File: config.mk
export PLATFORM = sky130hd
export DESIGN_NAME = usb_token_top
export DESIGN_NICKNAME = d
export VERILOG_FILES = /design/src/hdl/usb_token_pkg.sv /design/src/hdl/usb_pkt_if.sv /design/src/hdl/usb_pkt_decoder.sv /design/src/hdl/usb_device_addr_reg.sv /design/src/hdl/usb_setup_capture.sv /design/src/hdl/usb_ctrl_engine.sv /design/src/hdl/usb_token_top.sv
export SDC_FILE = /design/constraint.sdc
export NUM_CORES = 1
export LEC_CHECK = 0
export BUFFER_PORTS_ARGS = -buffer_cell sky130_fd_sc_hd__buf_2
export CAP_MARGIN = 5
export CORE_MARGIN = 1.5
export CORE_UTILIZATION = 60
export CTS_BUF_LIST = sky130_fd_sc_hd__clkbuf_4 sky130_fd_sc_hd__clkbuf_8
export DETAILED_ROUTE_END_ITERATION = 6
export PLACE_DENSITY = 0.81
export SYNTH_ARGS = -nofsm -noshare
export SYNTH_HDL_FRONTEND = slang
export SYNTH_SLANG_ARGS = --single-unit
export TNS_END_PERCENT = 5
File: constraint.sdc
create_clock -name clk -period 3.2 [get_ports clk]
set_input_delay 0.32 -clock clk [delete_from_list [all_inputs] [get_ports clk]]
set_output_delay 0.32 -clock clk [all_outputs]
set_load 0.01 [all_outputs]
File: src/hdl/usb_token_pkg.sv
// USB full-speed field codes and types; CRC5 check assumes the token CRC is sent MSB first
package usb_token_pkg;

    typedef logic [3:0] usb_pid_t;
    typedef logic [6:0] usb_addr_t;
    typedef logic [3:0] usb_endp_t;
    typedef logic [7:0] usb_byte_t;

    // Token PIDs
    localparam usb_pid_t PID_OUT   = 4'b0001;
    localparam usb_pid_t PID_IN    = 4'b1001;
    localparam usb_pid_t PID_SETUP = 4'b1101;

    // Data PIDs
    localparam usb_pid_t PID_DATA0 = 4'b0011;
    localparam usb_pid_t PID_DATA1 = 4'b1011;

    // Handshake PIDs
    localparam usb_pid_t PID_ACK   = 4'b0010;
    localparam usb_pid_t PID_NAK   = 4'b1010;

    // Standard request fields
    localparam usb_byte_t REQ_SET_ADDRESS     = 8'h05;
    localparam usb_byte_t REQTYPE_STD_DEV_OUT = 8'h00;
    localparam int        SETUP_LEN           = 8;

    // CRC5 x^5 + x^2 + 1, register starts at all ones and shifts in LSB first.
    // The sender puts the inverted register into byte 3 bits 7:3, with bit 3
    // holding the inverted register MSB, so a good token leaves the residual
    localparam logic [4:0] CRC5_POLY     = 5'b00101;
    localparam logic [4:0] CRC5_INIT     = 5'b11111;
    localparam logic [4:0] CRC5_RESIDUAL = 5'b01100;

    // Control transfer tracking
    typedef enum logic [1:0] {
        IDLE,
        SETUP_DATA,
        STATUS_IN,
        STATUS_ACK
    } ctrl_state_t;

endpackage

File: src/hdl/usb_pkt_if.sv
// Packet event and data byte buses; all fields are qualified by their valid strobe
`timescale 1ns/1ns

// Token and handshake events, one cycle per packet
interface usb_evt_if import usb_token_pkg::*; ();
    logic      evt_valid;
    usb_pid_t  evt_pid;
    usb_addr_t evt_addr;
    usb_endp_t evt_endp;

    modport src (output evt_valid, output evt_pid, output evt_addr, output evt_endp);
    modport snk (input evt_valid, input evt_pid, input evt_addr, input evt_endp);
endinterface

// Bytes following the PID of a data packet, CRC16 bytes included
interface usb_data_if import usb_token_pkg::*; ();
    logic      data_valid;
    usb_byte_t data_byte;
    logic      data_first;
    logic      data_end;

    modport src (output data_valid, output data_byte, output data_first, output data_end);
    modport snk (input data_valid, input data_byte, input data_first, input data_end);
endinterface

File: src/hdl/usb_pkt_decoder.sv
// Needs rx_active low for two or more cycles between packets; CRC16 is not checked
`timescale 1ns/1ns

module usb_pkt_decoder import usb_token_pkg::*; (
    input  logic      clk,
    input  logic      rst_b,
    input  logic      rx_active,
    input  logic      rx_valid,
    input  usb_byte_t rx_data,
    usb_evt_if.src    evt,
    usb_data_if.src   data
);

    logic       act_q;
    logic       pkt_end;
    logic [3:0] byte_cnt;
    logic [4:0] crc;
    usb_pid_t   pid;
    logic       pid_ok;
    usb_addr_t  tok_addr;
    usb_endp_t  tok_endp;
    logic       take_byte;
    logic       is_token;
    logic       is_hshk;
    logic       is_data;
    logic       tok_good;
    logic       hshk_good;

    // Eight serial CRC5 steps in one cycle, LSB first
    function automatic logic [4:0] crc5_byte(input logic [4:0] crc_in, input usb_byte_t b);
        logic [4:0] c;
        logic       fb;
        c = crc_in;
        for (int i = 0; i < 8; i++) begin
            fb = c[4] ^ b[i];
            c  = {c[3:0], 1'b0} ^ (fb ? CRC5_POLY : 5'b00000);
        end
        return c;
    endfunction

    assign take_byte = rx_active && rx_valid;
    assign is_token  = (pid == PID_OUT) || (pid == PID_IN) || (pid == PID_SETUP);
    assign is_hshk   = (pid == PID_ACK) || (pid == PID_NAK);
    assign is_data   = (pid == PID_DATA0) || (pid == PID_DATA1);

    // Token is PID plus two bytes, handshake is PID alone
    assign tok_good  = is_token && pid_ok && (byte_cnt == 4'd3) && (crc == CRC5_RESIDUAL);
    assign hshk_good = is_hshk && pid_ok && (byte_cnt == 4'd1);

    // pkt_end is high for the cycle after rx_active is seen falling
    always_ff @(posedge clk or negedge rst_b) begin
        if (!rst_b) begin
            act_q   <= 1'b0;
            pkt_end <= 1'b0;
        end else begin
            act_q   <= rx_active;
            pkt_end <= act_q && !rx_active;
        end
    end

    always_ff @(posedge clk or negedge rst_b) begin
        if (!rst_b) begin
            byte_cnt <= 4'd0;
            crc      <= CRC5_INIT;
        end else if (pkt_end) begin
            byte_cnt <= 4'd0;
            crc      <= CRC5_INIT;
        end else if (take_byte) begin
            // Saturates, long data packets only need a nonzero count
            if (byte_cnt != 4'hf) begin
                byte_cnt <= byte_cnt + 4'd1;
            end
            if ((byte_cnt == 4'd1) || (byte_cnt == 4'd2)) begin
                crc <= crc5_byte(crc, rx_data);
            end
        end
    end

    always_ff @(posedge clk) begin
        if (take_byte) begin
            case (byte_cnt)
                4'd0: begin
                    pid    <= rx_data[3:0];
                    pid_ok <= (rx_data[7:4] == ~rx_data[3:0]);
                end
                4'd1: begin
                    tok_addr    <= rx_data[6:0];
                    tok_endp[0] <= rx_data[7];
                end
                4'd2: tok_endp[3:1] <= rx_data[2:0];
                default: ;
            endcase
            data.data_byte  <= rx_data;
            data.data_first <= (byte_cnt == 4'd1);
        end
        if (pkt_end) begin
            evt.evt_pid  <= pid;
            evt.evt_addr <= is_token ? tok_addr : '0;
            evt.evt_endp <= is_token ? tok_endp : '0;
        end
    end

    always_ff @(posedge clk or negedge rst_b) begin
        if (!rst_b) begin
            evt.evt_valid   <= 1'b0;
            data.data_valid <= 1'b0;
            data.data_end   <= 1'b0;
        end else begin
            evt.evt_valid   <= pkt_end && (tok_good || hshk_good);
            data.data_valid <= take_byte && (byte_cnt != 4'd0) && is_data && pid_ok;
            data.data_end   <= pkt_end && (byte_cnt != 4'd0) && is_data && pid_ok;
        end
    end

endmodule

File: src/hdl/usb_device_addr_reg.sv
// Token filter for one device address; match_pid and match_endp hold until the next match
`timescale 1ns/1ns

module usb_device_addr_reg import usb_token_pkg::*; (
    input  logic      clk,
    input  logic      rst_b,
    usb_evt_if.snk    evt,
    input  logic      set_address,
    input  usb_addr_t new_address,
    output logic      address_match,
    output usb_pid_t  match_pid,
    output usb_endp_t match_endp,
    output usb_addr_t device_address
);

    logic addr_eq;
    logic hit;

    assign addr_eq = (evt.evt_addr == device_address);

    always_comb begin
        case (evt.evt_pid)
            PID_IN, PID_OUT: hit = addr_eq;
            // Default address stays reachable for SETUP after enumeration
            PID_SETUP:       hit = addr_eq || (evt.evt_addr == '0);
            // ACK has no address, passed on to keep the engine's stream ordered
            PID_ACK:         hit = 1'b1;
            default:         hit = 1'b0;
        endcase
    end

    always_ff @(posedge clk or negedge rst_b) begin
        if (!rst_b) begin
            address_match  <= 1'b0;
            device_address <= '0;
        end else begin
            address_match <= evt.evt_valid && hit;
            if (set_address) begin
                device_address <= new_address;
            end
        end
    end

    always_ff @(posedge clk) begin
        if (evt.evt_valid && hit) begin
            match_pid  <= evt.evt_pid;
            match_endp <= evt.evt_endp;
        end
    end

endmodule

File: src/hdl/usb_setup_capture.sv
// Captures the first three SETUP payload bytes while armed; does not see the data PID
`timescale 1ns/1ns

module usb_setup_capture import usb_token_pkg::*; (
    input  logic      clk,
    input  logic      rst_b,
    input  logic      arm,
    usb_data_if.snk   data,
    output logic      req_done,
    output logic      req_ok,
    output usb_byte_t req_type,
    output usb_byte_t request,
    output usb_byte_t req_value
);

    // Payload plus the two CRC16 bytes
    localparam logic [3:0] FULL_CNT = 4'(SETUP_LEN + 2);

    logic [3:0] byte_cnt;
    logic       take;

    assign take = arm && data.data_valid;

    always_ff @(posedge clk or negedge rst_b) begin
        if (!rst_b) begin
            byte_cnt <= 4'd0;
            req_done <= 1'b0;
            req_ok   <= 1'b0;
        end else begin
            req_done <= arm && data.data_end;
            if (arm && data.data_end) begin
                req_ok <= (byte_cnt == FULL_CNT);
            end

            if (!arm || data.data_end) begin
                byte_cnt <= 4'd0;
            end else if (take) begin
                if (data.data_first) begin
                    byte_cnt <= 4'd1;
                end else if (byte_cnt != 4'hf) begin
                    byte_cnt <= byte_cnt + 4'd1;
                end
            end
        end
    end

    // bmRequestType, bRequest and the low byte of wValue
    always_ff @(posedge clk) begin
        if (take) begin
            if (data.data_first) begin
                req_type <= data.data_byte;
            end else if (byte_cnt == 4'd1) begin
                request <= data.data_byte;
            end else if (byte_cnt == 4'd2) begin
                req_value <= data.data_byte;
            end
        end
    end

endmodule

File: src/hdl/usb_ctrl_engine.sv
// Endpoint 0 control tracking; only SET_ADDRESS is acted on, committed after status ACK
`timescale 1ns/1ns

module usb_ctrl_engine import usb_token_pkg::*; (
    input  logic      clk,
    input  logic      rst_b,
    usb_evt_if.snk    evt,
    input  logic      address_match,
    input  usb_pid_t  match_pid,
    input  usb_endp_t match_endp,
    input  logic      req_done,
    input  logic      req_ok,
    input  usb_byte_t req_type,
    input  usb_byte_t request,
    input  usb_byte_t req_value,
    output logic      arm,
    output logic      set_address,
    output usb_addr_t new_address
);

    ctrl_state_t state;
    ctrl_state_t state_nxt;
    usb_addr_t   pending_addr;
    logic        setup_hit;
    logic        in0_hit;
    logic        out_hit;
    logic        ack_hit;
    logic        nak_seen;
    logic        req_set_addr;

    assign setup_hit = address_match && (match_pid == PID_SETUP);
    assign in0_hit   = address_match && (match_pid == PID_IN) && (match_endp == '0);
    assign out_hit   = address_match && (match_pid == PID_OUT);
    assign ack_hit   = address_match && (match_pid == PID_ACK);

    // NAK never reaches the match stream, taken straight from the decoder
    assign nak_seen  = evt.evt_valid && (evt.evt_pid == PID_NAK);

    // Addresses above 127 are not valid
    assign req_set_addr = req_ok &&
                          (req_type == REQTYPE_STD_DEV_OUT) &&
                          (request == REQ_SET_ADDRESS) &&
                          !req_value[7];

    always_comb begin
        state_nxt = state;
        if (setup_hit) begin
            // New SETUP always restarts the transfer
            state_nxt = (match_endp == '0) ? SETUP_DATA : IDLE;
        end else begin
            case (state)
                IDLE: ;
                SETUP_DATA: begin
                    if (req_done) begin
                        state_nxt = req_set_addr ? STATUS_IN : IDLE;
                    end
                end
                STATUS_IN: begin
                    if (in0_hit) begin
                        state_nxt = STATUS_ACK;
                    end else if (out_hit) begin
                        state_nxt = IDLE;
                    end
                end
                STATUS_ACK: begin
                    if (ack_hit) begin
                        state_nxt = IDLE;
                    end else if (nak_seen) begin
                        // Status stage retried by the host
                        state_nxt = STATUS_IN;
                    end else if (out_hit) begin
                        state_nxt = IDLE;
                    end
                end
                default: state_nxt = IDLE;
            endcase
        end
    end

    always_ff @(posedge clk or negedge rst_b) begin
        if (!rst_b) begin
            state <= IDLE;
        end else begin
            state <= state_nxt;
        end
    end

    always_ff @(posedge clk) begin
        if ((state == SETUP_DATA) && !setup_hit && req_done && req_set_addr) begin
            pending_addr <= req_value[6:0];
        end
    end

    assign arm = (state == SETUP_DATA);

    // Same cycle as the ACK match, so the address loads on the next edge
    assign set_address = (state == STATUS_ACK) && ack_hit;
    assign new_address = pending_addr;

endmodule

File: src/hdl/usb_token_top.sv
// Full-speed token receive path; no transmit path, no CRC16 check, no endpoint buffers
`timescale 1ns/1ns

module usb_token_top import usb_token_pkg::*; (
    input  logic      clk,
    input  logic      rst_b,
    input  logic      rx_active,
    input  logic      rx_valid,
    input  usb_byte_t rx_data,
    output logic      address_match,
    output usb_pid_t  match_pid,
    output usb_endp_t match_endp,
    output usb_addr_t device_address
);

    usb_evt_if  evt_if ();
    usb_data_if data_if ();

    logic      arm;
    logic      req_done;
    logic      req_ok;
    usb_byte_t req_type;
    usb_byte_t request;
    usb_byte_t req_value;
    logic      set_address;
    usb_addr_t new_address;

    usb_pkt_decoder decoder_i (
        .clk       (clk),
        .rst_b     (rst_b),
        .rx_active (rx_active),
        .rx_valid  (rx_valid),
        .rx_data   (rx_data),
        .evt       (evt_if.src),
        .data      (data_if.src)
    );

    usb_device_addr_reg addr_reg_i (
        .clk            (clk),
        .rst_b          (rst_b),
        .evt            (evt_if.snk),
        .set_address    (set_address),
        .new_address    (new_address),
        .address_match  (address_match),
        .match_pid      (match_pid),
        .match_endp     (match_endp),
        .device_address (device_address)
    );

    usb_setup_capture capture_i (
        .clk       (clk),
        .rst_b     (rst_b),
        .arm       (arm),
        .data      (data_if.snk),
        .req_done  (req_done),
        .req_ok    (req_ok),
        .req_type  (req_type),
        .request   (request),
        .req_value (req_value)
    );

    usb_ctrl_engine ctrl_i (
        .clk           (clk),
        .rst_b         (rst_b),
        .evt           (evt_if.snk),
        .address_match (address_match),
        .match_pid     (match_pid),
        .match_endp    (match_endp),
        .req_done      (req_done),
        .req_ok        (req_ok),
        .req_type      (req_type),
        .request       (request),
        .req_value     (req_value),
        .arm           (arm),
        .set_address   (set_address),
        .new_address   (new_address)
    );

endmodule

# Word-level counts from Yosys, hierarchy flattened
# Index checks and enable logic that the tools add are counted.
[classes]
addsub = 2
multipliers = 0
n_div = 0
n_lt_le_gt_ge = 0
n_eq_ne = 32
shift = 0
n_mux = 28
n_bitwise = 19
reduce_logical = 64
[ops]
columns = ["op", "count"]
rows = [
  ["== test 4 bit, second input constant", 10],
  ["bitwise XOR 5 bit", 8],
  ["logical AND 1 bit", 30],
  ["== test 4 x 2 -> 1 bit, second input constant", 7],
  ["2-to-1 mux 4 bit", 7],
  ["2-to-1 mux 3 bit", 8],
  ["== test 4 x 1 -> 1 bit, second input constant", 5],
  ["AND reduction 2 bit", 8],
  ["2-to-1 mux 5 bit", 3],
  ["2-to-1 mux 2 bit", 7],
  ["adder 4 x 1 -> 4 bit, second input constant", 2],
  ["== test 8 x 3 -> 1 bit, second input constant", 1],
  ["zero test 4 bit", 2],
  ["zero test 8 bit", 1],
  ["logical OR 1 bit", 8],
  ["!= test 4 bit, second input constant", 2],
  ["nonzero test 2 bit", 4],
  ["nonzero test 4 bit", 2],
  ["bitwise XOR 1 bit", 8],
  ["== test 7 bit", 1],
  ["zero test 7 bit", 1],
  ["one-hot mux 2 bit (3 select lines)", 1],
  ["== test 5 x 4 -> 1 bit, second input constant", 1],
  ["== test 2 bit, second input constant", 2],
  ["other kinds (12)", 16],
]
[totals]
register_bits = 109
latchBits = 0
ramBits = 0
mem_bits_ro = 0
output_inout_bits = 16
wordCells = 174
mem_count = 0

# Logic depth before layout (Yosys ltp)
[logic_depth]
ltp_word = 27
mapped_depth = 6

# Cells and area by module
# Synthesis repeated with hierarchy kept, for this count alone.
[unflattened]
cells_unflattened = 287
area_unflattened_um2 = 4466.8
[modules_own_cells]
columns = ["mod", "n_inst", "cells_per_inst", "area_per_inst_um2", "seq_area_each_um2"]
rows = [
  ["usb_pkt_decoder", 1, 143, 2230.9, 1557.7],
  ["usb_setup_capture", 1, 64, 1094.8, 870.8],
  ["usb_device_addr_reg", 1, 42, 666.9, 440.4],
  ["usb_ctrl_engine", 1, 38, 474.2, 260.2],
]

# Least setup slack after synthesis
# Ideal clock, no wire load.
[synth_timing]
kind = "reg2reg"
from = "register ctrl_i.state[1]"
to = "register capture_i.req_value[0], enable pin"
setup_time_ps = 385
t_arrival_ps = 1497
path_slack_ps = 1318
stages_incl_launch_ff = 5
n_path_buf = 0
cell_sequence = "dfrtp_1 inv_1 ha_1 nand3_1 nor3b_1"
[synth_via]
elab_chain_cells = 3
[synth_rtl]
columns = ["item", "line", "rtl"]
rows = [
  ["start: declaration", "usb_ctrl_engine.sv:21", "ctrl_state_t state;"],
  ["start signal: assignment", "usb_ctrl_engine.sv:84", "state <= state_nxt;"],
  ["== test 2 x 1 -> 1 bit", "usb_ctrl_engine.sv:94", "assign arm = (state == SETUP_DATA);"],
  ["logical AND 1 bit", "usb_setup_capture.sv:22", "assign take = arm && data.data_valid;"],
  ["AND reduction 4 bit (no line)", "-", ""],
  ["end signal: assignment", "usb_setup_capture.sv:55", "req_value <= data.data_byte;"],
  ["end: declaration", "usb_setup_capture.sv:13", "output usb_byte_t req_value"],
]
# No other way between the ends.
# A chain may end at the register's enable or synchronous reset.

# Final worst setup path
[layout_timing]
from = "register decoder_i.evt.evt_addr[0]"
to = "register addr_reg_i.match_pid[0], enable pin"
[layout_via]
elab_chain_cells = 4
[layout_rtl]
columns = ["item", "line", "rtl"]
rows = [
  ["start: declaration", "usb_pkt_if.sv:11", "modport src (output evt_valid, output evt_pid, output evt_addr, output evt_endp);"],
  ["start signal: assignment", "usb_pkt_decoder.sv:98", "evt.evt_addr <= is_token ? tok_addr : '0;"],
  ["== test 7 bit / zero test 7 bit (equally long branches)", "usb_device_addr_reg.sv:19, usb_device_addr_reg.sv:25", ""],
  ["logical OR 1 bit", "usb_device_addr_reg.sv:25", "PID_SETUP: hit = addr_eq || (evt.evt_addr == '0);"],
  ["one-hot mux 1 bit (3 select lines) (*)", "usb_device_addr_reg.sv:22", "case (evt.evt_pid)"],
  ["logical AND 1 bit (*)", "usb_device_addr_reg.sv:45", "if (evt.evt_valid && hit) begin"],
  ["end signal: assignment", "usb_device_addr_reg.sv:46", "match_pid <= evt.evt_pid;"],
  ["end: declaration", "usb_device_addr_reg.sv:11", "output usb_pid_t match_pid,"],
]
# Every way passes the cells marked *; elsewhere a longest branch is shown, timed or not.

==> flow_summary.toml <==
[outcome]
status = "finished clean"

[floorplan]
die_w_um = 88.9
core_um2 = 7210
die_area_um2 = 7910
fp.dieH_um = 88.9
rows = 31
ios = 28
initial_core_util = 0.614

[worst_setup_path]
path_cells = "xor2_1, nor4_1, a32oi_1, nor4b_1, o21a_1"
worstPathArrival_ns = 2.08
worstSetupStartpointType = "flip-flop"
worstSetupEndpointType = "flip-flop"
worstPathMaxFanout = 9
max_stage_delay_ns = 0.46
r2r_slack_ns = 1.14
worstSetupPathType = "reg2reg"
cp_data_required_time_ns = 3.23
slowest_stage = "edfxtp_1"

[timing]
period_share = 0.642
period_minus_slack_ns = 2.06
fmax_mhz = 487
fin_skew_ns = 0.0110
setup_viol = 0
setup_tns_ns = 0
worst_slew_pin_slew_ns = 0.971
hold_viol_final = 0
slew_viol_final = 0
hold_ws_ns = 0.00121
max-slew-margin-rel = 0.353
rsz0062_at_grt = "false"

[cts]
cts.htree.levels = 3
cts_tree = "done"
ctsHoldBuffers = 0
numCtsBuffers = 9
cts_buffer_depth = 2
cts_resized = 0
post_cts_buffers = 0
clock-sinks = 109
insertion_delay_ns = 0.35
cts.clk_slew.worst_paths_ns = 0.10
cts_root_buf = "clkbuf_8"

[yosys]
yosysSeqAreaShare = 0.706
synth-seq-cells = 109
synthesis.nets = 310
synth_warnings = 0
ys.flop_type = "edfxtp_1"
syn_area_per_cell_um2 = 15.4
synth_cell_types = 54
async_reset_ff_frac = 0.275
syn-cell-area_um2 = 4430
synth_edf_count = 79
synthCells = 288

[layout]
filler_cell_count = 524
final_util = 0.684
drive_gt1_frac = 0.170
fin_nets = 346
syn2layout_area_growth_pct = 11.4
antenna_cells = 0
instances_no_fill = 428

[route]
vias_per_cell = 5.57
wl_um = 7010
wire_per_inst_um = 16.4
drtPass1Iterations = 6
via_count = 2382
final_antenna_net_count = 0
drt_iter0_markers = 143
drc = 0

[placed_design]
dp_hpwl_um = 5090
io_buffers = 27
routabilityCongestion = 0.782
dp_cells = 412

[global_route]
first_global_vias = 2194
grt_max_degree = 31
antenna_found_initial = 0
track_usage = 0.191
grt_pass1_wl_um = 10800
grt-ovfl-total = 0

[power_and_ir_drop]
p_leak_nw = 1.91
finalPower_w = 0.00297
vdd_drop_max_uv = 451
powerDensity_nw_per_um2 = 601

[min_path]
hold_class = "in2async"

[run]
cap_violations = 0
==> layer usage <==
layer / part of all wire / vias up / GRT usage
li1: - / 1139 / -
met4: 0.014 / 0 / 0.0657
met2: 0.52 / 59 / 0.328
met5: 0 / - / 0
met3: 0.043 / 12 / 0.0545
met1: 0.43 / 1172 / 0.233
==> critical path, delay by kind of cell, from the launching register on <==
family,cells,cell delay (ns)
xor gates and xnor gates,1,0.17
and+or+nand+nor,2,0.63
DFF,1,0.46
AOI/OAI and AO/OA,2,0.47
==> logic make-up after synthesis <==
group / Yosys count / synth area share
multiplexers: 10 / 0.0249
XOR/XNOR: 28 / 0.0652
adder cells (fa/ha/maj): 10 / 0.0282
AO/OA/AOI/OAI: 29 / 0.0503
flip-flops: 109 / 0.706
buffers and inverters: 17 / 0.0144
AND/OR/NAND/NOR: 85 / 0.111
==> power by group <==
group | switching [W] | internal, W | leakage (nW)
sequential | 0.0000673 | 0.00160 | 1.12
combinational | 0.000160 | 0.000183 | 0.674
clock | 0.000430 | 0.000523 | 0.116
==> Yosys cell counts (3+ instances only) <==
| master | instances | area (µm²) |
|---|---|---|
| nand4b_1 | 4 | 35.0 |
| nor4_1 | 8 | 50.1 |
| inv_1 | 12 | 45.0 |
| nand3_1 | 3 | 15.0 |
| dfstp_2 | 5 | 131 |
| edfxtp_1 | 79 | 2370 |
| clkbuf_1 | 4 | 15.0 |
| nor2_1 | 16 | 60.1 |
| xor2_1 | 10 | 87.6 |
| nor3_1 | 6 | 30.0 |
| dfrtp_1 | 25 | 626 |
| nand2_1 | 13 | 48.8 |
| and2_1 | 11 | 68.8 |
| xnor2_1 | 15 | 131 |
| and3_1 | 5 | 31.3 |
| mux2_1 | 7 | 78.8 |
| nor4b_1 | 3 | 26.3 |
| a21oi_1 | 7 | 35.0 |
| ha_1 | 10 | 125 |
| nor2b_1 | 3 | 18.8 |
==> cell type report <==
cell class,instances,area [µm²],area share
Sequential cell,109,3130,0.634
Multi-Input combinational cell,162,1240,0.251
Timing Repair Buffer,29,150,0.0304
Clock buffer,9,124,0.0251
Tap cell,99,124,0.0251
Clock inverter,7,123,0.0248
Inverter,13,48.8,0.00989
==> final timing paths <==
check                      depth (start not counted)                       from                      endpoint
max in group asynchronous                          1                      rst_b         decoder_i.byte_cnt[3]
setup reg to reg                                   5  decoder_i.evt.evt_addr[0]       addr_reg_i.match_pid[0]
min in group clk                                   1                  rx_active               decoder_i.act_q
hold / removal                                     1                      rst_b  addr_reg_i.device_address[6]
setup / recovery                                   5  decoder_i.evt.evt_addr[0]       addr_reg_i.match_pid[0]
hold reg to reg                                    0     capture_i.req_value[6]         ctrl_i.new_address[6]
==> placed cells by master, fill, tap and decap left out, types with 3 or more instances in the layout <==
cell type,n
xor2_1,10
nor4_1,8
dfstp_2,5
nor2b_1,3
nor4b_1,3
and2_1,11
nor3_1,6
ha_1,10
dfrtp_1,25
nand4b_1,4
clkbuf_8,9
bufinv_16,3
mux2_1,7
xnor2_1,15
buf_2,27
nand3_1,3
nor2_1,16
nand2_1,13
edfxtp_1,79
inv_1,12
and3_1,5
a21oi_1,7
==> state kept, by name, summed over array words and instances (netlist names), 2 cells and up <==
| name | flops |
|---|---|
| capture_i.req_type | 8 |
| capture_i.req_value | 8 |
| capture_i.request | 8 |
| decoder_i.data.data_byte | 8 |
| addr_reg_i.device_address | 7 |
| ctrl_i.new_address | 7 |
| decoder_i.evt.evt_addr | 7 |
| decoder_i.tok_addr | 7 |
| decoder_i.crc | 5 |
| addr_reg_i.match_endp | 4 |
| addr_reg_i.match_pid | 4 |
| capture_i.byte_cnt | 4 |
| decoder_i.byte_cnt | 4 |
| decoder_i.evt.evt_endp | 4 |
| decoder_i.evt.evt_pid | 4 |
| decoder_i.pid | 4 |
| decoder_i.tok_endp | 4 |
| ctrl_i.state | 2 |
==> stage by stage <==
stage               instance area (µm²)  setup WS (ns)
CTS                                4940           1.11
floorplan                          4430           1.32
global route                       4940           1.03
global placement                   4690           1.31
finish                             4940           1.14
detailed placement                 4690           1.15
Power figures use the tool's default switching activity.
